[config.mk]
export PLATFORM = sky130hd
export DESIGN_NAME = cpu_core
export DESIGN_NICKNAME = d
export VERILOG_FILES = /design/src/common/gb_pkg.sv /design/src/cpu/cpu_core.sv /design/src/cpu/cpu_decode.sv
export SDC_FILE = /design/constraint.sdc
export NUM_CORES = 1
export LEC_CHECK = 0
export BUFFER_PORTS_ARGS = -buffer_cell sky130_fd_sc_hd__buf_2
export CAP_MARGIN = 20
export CORE_ASPECT_RATIO = 1.25
export CORE_MARGIN = 2
export CORE_UTILIZATION = 46
export DETAILED_ROUTE_END_ITERATION = 10
export PLACE_DENSITY_LB_ADDON = 0.15
export SLEW_MARGIN = 10
export SYNTH_ARGS = -nofsm -noshare
export SYNTH_HDL_FRONTEND = slang
export SYNTH_SLANG_ARGS = --single-unit
[constraint.sdc]
create_clock -name clk -period 2.85 [get_ports clk]
set_clock_uncertainty 0.1 [all_clocks]
set_input_delay 0.4275 -clock clk [delete_from_list [all_inputs] [get_ports clk]]
set_output_delay 0.4275 -clock clk [all_outputs]
set_load 0.02 [all_outputs]
[src/common/gb_pkg.sv]
package gb_pkg;

	// ~~~~~~~~~~~~~~~~~~~~~~~~~~~~~~~~~~~~~~~~~~~~~~~~~~
	// Opcodes
	// ~~~~~~~~~~~~~~~~~~~~~~~~~~~~~~~~~~~~~~~~~~~~~~~~~~

	// First-bank opcodes known to the decoder.
	// Anything else in bank 0 runs as a NOP.
	typedef enum logic [7:0] {
		op_nop       = 8'h00,
		op_ld_a_d8   = 8'h3e,
		op_halt      = 8'h76,
		op_jp_a16    = 8'hc3,
		op_prefix_cb = 8'hcb,
		op_ld_a16_a  = 8'hea
	} opcode_e;

	// ~~~~~~~~~~~~~~~~~~~~~~~~~~~~~~~~~~~~~~~~~~~~~~~~~~
	// Sequencer
	// ~~~~~~~~~~~~~~~~~~~~~~~~~~~~~~~~~~~~~~~~~~~~~~~~~~

	// One state per machine cycle kind.
	typedef enum logic [2:0] {
		st_ifetch,
		st_imml_fetch,
		st_immh_fetch,
		st_execute,
		st_write,
		st_halted
	} seq_state_e;

	// Instruction descriptor from the decoder.
	// Dummy machine cycles come after all fetch and write cycles.
	typedef struct packed {
		logic [1:0] imm_bytes;
		logic [1:0] dummy_mcycles;
		logic       is_jump;
		logic       is_load_a;
		logic       is_store;
		logic       is_halt;
		logic       set_bank;
	} instr_desc_t;

	// ~~~~~~~~~~~~~~~~~~~~~~~~~~~~~~~~~~~~~~~~~~~~~~~~~~
	// Bus observation
	// ~~~~~~~~~~~~~~~~~~~~~~~~~~~~~~~~~~~~~~~~~~~~~~~~~~

	// One event per read or write strobe.
	// Data is the byte read from memory or the byte written to it.
	typedef struct packed {
		logic        valid;
		logic        write;
		logic [15:0] adr;
		logic [7:0]  data;
	} bus_event_t;

endpackage

[src/cpu/cpu_core.sv]
`timescale 1ns/1ps

module cpu_core #(
	parameter int          MEM_ADR_BITS = 10,
	parameter logic [15:0] RESET_PC     = 16'h0000
) (
	input  logic        clk,
	input  logic        reset,
	output logic [15:0] adr,
	input  logic [7:0]  data,
	output logic [7:0]  dout,
	output logic        ddrv,
	output logic        read,
	output logic        write,
	output logic        halted,
	output logic [7:0]  dbg_op
);

	import gb_pkg::*;

	// PC steps wrap inside the memory window, upper bits stay put.
	localparam logic [15:0] PC_WRAP_MASK = 16'((32'd1 << MEM_ADR_BITS) - 32'd1);

	seq_state_e  state, state_nx;
	seq_state_e  after_fetch;
	logic [1:0]  cycle, cycle_nx;
	logic [1:0]  dummy_cnt, dummy_cnt_nx;

	logic [7:0]  op, op_nx;
	logic        bank, bank_nx;
	logic        bank_clr, bank_clr_nx;
	logic [7:0]  imml, imml_nx;
	logic [7:0]  immh, immh_nx;

	logic [15:0] pc, pc_nx, pc_inc;
	logic [7:0]  a, a_nx;

	logic [15:0] adr_nx;
	logic [7:0]  dout_nx;
	logic        ddrv_nx;
	logic        read_nx;
	logic        write_nx;

	instr_desc_t desc;

	cpu_decode cpu_decode_inst (
		.bank (bank),
		.op   (op),
		.desc (desc)
	);

	assign pc_inc = (pc & ~PC_WRAP_MASK) | ((pc + 16'd1) & PC_WRAP_MASK);
	assign halted = (state == st_halted);
	assign dbg_op = op;

	// Where to go once all immediates are in.
	always_comb
	begin
		if (desc.is_store)
			after_fetch = st_write;
		else if (desc.dummy_mcycles != 2'd0)
			after_fetch = st_execute;
		else
			after_fetch = st_ifetch;
	end

	// ~~~~~~~~~~~~~~~~~~~~~~~~~~~~~~~~~~~~~~~~~~~~~~~~~~
	// Next state
	// ~~~~~~~~~~~~~~~~~~~~~~~~~~~~~~~~~~~~~~~~~~~~~~~~~~

	always_comb
	begin
		state_nx     = state;
		cycle_nx     = cycle + 2'd1;
		dummy_cnt_nx = dummy_cnt;
		op_nx        = op;
		bank_nx      = bank;
		bank_clr_nx  = bank_clr;
		imml_nx      = imml;
		immh_nx      = immh;
		pc_nx        = pc;
		a_nx         = a;
		adr_nx       = adr;
		dout_nx      = dout;
		ddrv_nx      = ddrv;
		read_nx      = read;
		write_nx     = write;

		case (state)
		st_ifetch, st_imml_fetch, st_immh_fetch:
		begin
			case (cycle)
			// Read request from the PC.
			2'd0:
			begin
				adr_nx  = pc;
				read_nx = 1'b1;
				// Bank 1 lasts for exactly one opcode.
				if (state == st_ifetch && bank_clr)
				begin
					bank_nx     = 1'b0;
					bank_clr_nx = 1'b0;
				end
			end
			// Capture the byte and step the PC.
			2'd1:
			begin
				read_nx = 1'b0;
				pc_nx   = pc_inc;
				if (state == st_ifetch)
					op_nx = data;
				else if (state == st_imml_fetch)
				begin
					imml_nx = data;
					if (desc.is_load_a)
						a_nx = data;
				end
				else
					immh_nx = data;
			end
			2'd3:
			begin
				if (state == st_ifetch)
				begin
					dummy_cnt_nx = desc.dummy_mcycles;
					if (desc.set_bank)
						bank_nx = 1'b1;
					else if (bank)
						bank_clr_nx = 1'b1;

					if (desc.is_halt)
						state_nx = st_halted;
					else if (desc.imm_bytes != 2'd0)
						state_nx = st_imml_fetch;
					else
						state_nx = after_fetch;
				end
				else if (state == st_imml_fetch && desc.imm_bytes == 2'd2)
					state_nx = st_immh_fetch;
				else
					state_nx = after_fetch;
			end
			default:
			begin
				state_nx = state;
			end
			endcase
		end

		// Store A at the immediate address.
		st_write:
		begin
			case (cycle)
			2'd0:
			begin
				adr_nx   = {immh, imml};
				dout_nx  = a;
				write_nx = 1'b1;
				ddrv_nx  = 1'b1;
			end
			2'd1:
			begin
				write_nx = 1'b0;
				ddrv_nx  = 1'b0;
			end
			2'd3:
			begin
				state_nx = (dummy_cnt != 2'd0) ? st_execute : st_ifetch;
			end
			default:
			begin
				write_nx = write;
			end
			endcase
		end

		// Dummy machine cycles, the jump lands on the last one.
		st_execute:
		begin
			if (cycle == 2'd3)
			begin
				dummy_cnt_nx = dummy_cnt - 2'd1;
				if (dummy_cnt == 2'd1)
				begin
					if (desc.is_jump)
						pc_nx = {immh, imml};
					state_nx = st_ifetch;
				end
			end
		end

		// No more bus traffic.
		default:
		begin
			state_nx = st_halted;
		end
		endcase
	end

	// ~~~~~~~~~~~~~~~~~~~~~~~~~~~~~~~~~~~~~~~~~~~~~~~~~~
	// Registers
	// ~~~~~~~~~~~~~~~~~~~~~~~~~~~~~~~~~~~~~~~~~~~~~~~~~~

	always_ff @(posedge clk)
	begin
		adr  <= adr_nx;
		dout <= dout_nx;
		op   <= op_nx;
		imml <= imml_nx;
		immh <= immh_nx;

		if (reset)
		begin
			state     <= st_ifetch;
			cycle     <= 2'd0;
			dummy_cnt <= 2'd0;
			bank      <= 1'b0;
			bank_clr  <= 1'b0;
			pc        <= RESET_PC;
			a         <= 8'h00;
			ddrv      <= 1'b0;
			read      <= 1'b0;
			write     <= 1'b0;
		end
		else
		begin
			state     <= state_nx;
			cycle     <= cycle_nx;
			dummy_cnt <= dummy_cnt_nx;
			bank      <= bank_nx;
			bank_clr  <= bank_clr_nx;
			pc        <= pc_nx;
			a         <= a_nx;
			ddrv      <= ddrv_nx;
			read      <= read_nx;
			write     <= write_nx;
		end
	end

endmodule

[src/cpu/cpu_decode.sv]
`timescale 1ns/1ps

module cpu_decode (
	input  logic                bank,
	input  logic [7:0]          op,
	output gb_pkg::instr_desc_t desc
);

	import gb_pkg::*;

	opcode_e opcode;

	assign opcode = opcode_e'(op);

	// ~~~~~~~~~~~~~~~~~~~~~~~~~~~~~~~~~~~~~~~~~~~~~~~~~~
	// Opcode table
	// ~~~~~~~~~~~~~~~~~~~~~~~~~~~~~~~~~~~~~~~~~~~~~~~~~~

	// Default is a one machine cycle no-op.
	// The second bank has nothing implemented, so only bank 0 is decoded.
	always_comb
	begin
		desc = '0;
		if (!bank)
		begin
			case (opcode)
			// PREFIX CB (1,4): next opcode comes from bank 1.
			op_prefix_cb:
			begin
				desc.set_bank = 1'b1;
			end
			// JP a16 (3,16): two immediates, one cycle to load the PC.
			op_jp_a16:
			begin
				desc.imm_bytes     = 2'd2;
				desc.dummy_mcycles = 2'd1;
				desc.is_jump       = 1'b1;
			end
			// LD A,d8 (2,8).
			op_ld_a_d8:
			begin
				desc.imm_bytes = 2'd1;
				desc.is_load_a = 1'b1;
			end
			// LD (a16),A (3,16): the fourth cycle is the write.
			op_ld_a16_a:
			begin
				desc.imm_bytes = 2'd2;
				desc.is_store  = 1'b1;
			end
			// HALT stops fetching for good.
			op_halt:
			begin
				desc.is_halt = 1'b1;
			end
			default:
			begin
				desc = '0;
			end
			endcase
		end
	end

endmodule

==> results_dict.tcl <==
set metrics [dict create \
    synth_ff_type "edfxtp_1" \
    finalSetupViolCount 0 \
    yosys.area.top_type "edfxtp_1" \
    relSlewSlack_pct 51.5 \
    htree_levels 3 \
    grt_pass1_wl_microns 13500 \
    r2r_end "pc[4]" \
    rsz0062_at_grt "false" \
    p_seq_share_pct 55.4 \
    reg2reg_slack_ns 0.62 \
    layout_min_cycle_time_ns 2.23 \
    min_path_type "input pin to flop" \
    clock.fmax_ghz 0.448 \
    final_layout_size_suffix_gt1_share_pct 26.1 \
    dp_cells 443 \
    synthCells 314 \
    postCtsHoldBufs 0 \
    drc_errors 0 \
    track_usage_pct 20.0 \
    pin_count 46 \
    routed_via_density 5.87 \
    cp_cell_sequence "nand3b_1, a31oi_1, or2_1, o221a_1" \
    pwr-share-clk_pct 36.6 \
    die_w_microns 84.3 \
    die_height_microns 104 \
    grt_overflow 0 \
    clkSinkCount 83 \
    cts.clk_slew.worst_paths_ns 0.09 \
    routed_wirelength_microns 8360 \
    final_cells 459 \
    area_growth_pct 14.3 \
    status "finished, final reports clean" \
    critPathMaxStageDelay_ns 0.75 \
    dr_total_vias 2694 \
    finalHoldViolCount 0 \
    reg2reg_depth 4 \
    hold_depth 1 \
    required_ns 3.06 \
    cpMaxStageDelayCell "dfxtp_1" \
    rows 36 \
    tns_ns 0 \
    multi_input_area_sq_mm 0.00145 \
    critPathBufInv 0 \
    fin_crit_sh_pct 78.3 \
    postCtsSetupBuffers 0 \
    drt_iter0_markers 144 \
    synth_area_sq_mm 0.00371 \
    cp-start-kind "flop" \
    end_kind "flop" \
    yosys_register_bits 83 \
    dieArea_sq_mm 0.00880 \
    cts_buffers 9 \
    final-max-slew-violation-count 0 \
    switching_share_pct 25.0 \
    yosys-top-cells-area "edfxtp_1, dfxtp_1, mux2_2" \
    clk_latency_ns 0.35 \
    p_leak_nw 1.59 \
    syn_nets 330 \
    cts_tree "built" \
    ir_drop_uv 330 \
    power_frac_comb_pct 7.9 \
    core_sq_mm 0.00779 \
    maxCapViolations 0 \
    yosysWarnings 0 \
    crit_start "state[0]" \
    grt_max_degree 37 \
    diodes 0 \
    ctsResizeCount 0 \
    drt_pass1_iterations 4 \
    yosysSeqAreaShare_pct 57.8 \
    path_depth 4 \
    synth_cell_type_count 59 \
    wire_per_inst_microns 18.2 \
    p_int_w 0.00180 \
    worstPathArrival_ns 2.44 \
    cp_max_fo 21 \
    synth_area_per_cell_sq_um 11.8 \
    antenna_found_initial 0 \
    start_util_pct 47.6 \
    synth.top_cell.area_share_pct 38.9 \
    gp_congestion 0.841 \
    async_reset_ff_share_pct 0 \
    synth-edff-count 48 \
    clockBufferDepth 2 \
    p_switching_w 0.000602 \
    seqCellArea_sq_mm 0.00214 \
    grt_pass1_vias 2611 \
    crit_family "flip-flops" \
    fillers 688 \
    power_density_mw_per_mm2 568 \
    layout.nets 375 \
    ant_nets 0 \
    crit_end "pc[4]" \
    cts_root_buf "clkbuf_8" \
    worst_slew_pin_slew_ns 0.728 \
    port_buffers 45 \
    hpwlAfterDp_microns 5800 \
    rr_startpoint "state[0]" \
    worstSetupPathType "flop to flop" \
    hold_slack_ns 0.201 \
]
## cells in the mapped netlist, drive strengths merged (5+ instances only)
master / number
nor2: 20
buf: 10
ha: 6
mux2: 15
a21oi: 20
a211oi: 7
o21ai: 14
nor3: 5
dfxtp: 35
nand2: 11
nor4: 5
nor2b: 5
nand3: 10
inv: 11
mux2i: 9
clkbuf: 8
a31oi: 6
edfxtp: 48
## kinds of logic after synthesis
kind of cell | synth area share (%)
AND/OR/NAND/NOR | 16.6
flip-flops | 57.8
AO/OA/AOI/OAI | 13.0
buffers and inverters | 3.27
multiplexers | 6.99
adder cells (fa/ha/maj) | 2.30
## registers in the layout (all words and copies together) (netlist names), 2 cells and up
name       cells
a              8
dbg_op         8
dummy_cnt      2
imml           8
pc            16
dout           8
state          3
adr           16
cycle          2
immh           8
## area by class of cell
type	instances	share of cell area [%]
flip-flops and latches	83	50.6
multi-input cells	202	34.2
repair buffers	52	6.56
clock buffers	10	3.25
well taps	95	2.81
clock inverters	6	1.68
inverters	11	0.975
## power groups by stage
stage	registers (W)	clock network, W	logic [W]
after floorplan	0.00140	0	0.0000836
after global placement	0.00136	0	0.000191
after detailed placement	0.00136	0	0.000193
after CTS	0.00133	0.000900	0.000194
after global routing	0.00134	0.000943	0.000208
final	0.00133	0.000881	0.000191
## layout by cell type (no fill, tap or decap), types with 3 or more instances in the layout
| cell | netlist | final |
|---|---|---|
| nor3_1 | 5 | 5 |
| buf_4 | 1 | 7 |
| nor4_1 | 4 | 4 |
| and3b_1 | 4 | 4 |
| nand2b_1 | 3 | 3 |
| inv_1 | 11 | 11 |
| nand3b_1 | 3 | 3 |
| buf_2 | 7 | 45 |
| dfxtp_1 | 35 | 35 |
| nor4b_1 | 3 | 3 |
| ha_1 | 6 | 6 |
| and4_1 | 4 | 4 |
| and4bb_2 | 3 | 3 |
| nand3_1 | 10 | 10 |
| nor2b_1 | 5 | 5 |
| a211oi_1 | 7 | 7 |
| a21oi_1 | 20 | 20 |
| nand4_1 | 3 | 3 |
| o32ai_1 | 4 | 4 |
| a31oi_1 | 6 | 6 |
| o311ai_0 | 3 | 3 |
| clkbuf_8 | 0 | 10 |
| nand2_1 | 10 | 10 |
| nor2_1 | 20 | 20 |
| mux2_2 | 15 | 15 |
| mux2i_1 | 9 | 9 |
| o21ai_0 | 13 | 13 |
| edfxtp_1 | 48 | 48 |
## worst min-delay path by stage
| stage | start | end | slack [ns] |
|---|---|---|---|
| 6_report | data[0] | dbg_op[0] | 0.20 |
| 5_1_grt | data[4] | immh[4] | 0.18 |
| 4_1_cts | data[0] | dbg_op[0] | 0.19 |
| 3_5_place_dp | a[0] | dout[0] | 0.32 |
| 3_3_place_gp | a[0] | dout[0] | 0.32 |
| 2_1_floorplan | a[0] | dout[0] | 0.31 |
## worst reg2reg max path, delay by kind of cell, from the launching register on
kind	cells	cell delay, ns
AND/OR/NAND/NOR	2	0.62
flip-flops	1	0.75
AO/OA/AOI/OAI	2	0.72
## stage by stage
stage                     instance area, sq um  total power [W]  util (%)  setup WS (ns)
after global placement                    4030          0.00155      51.7          0.737
final                                     4240          0.00241      54.4          0.620
after CTS                                 4240          0.00243      54.4          0.632
after detailed placement                  4030          0.00156      51.7          0.681
after global routing                      4240          0.00249      54.4          0.428
after floorplan                           3710          0.00148         -          0.594
## metal layers
layer  vias to the layer above  part of all wire, %  global-route usage, %
met4                         0                 0.97                   9.56
met1                      1311                   42                   24.8
met3                         5                  5.8                   4.29
met5                         -                    0                      0
met2                        81                   51                   32.8
li1                       1297                    -                      -
(Power assumes the default switching activity.)
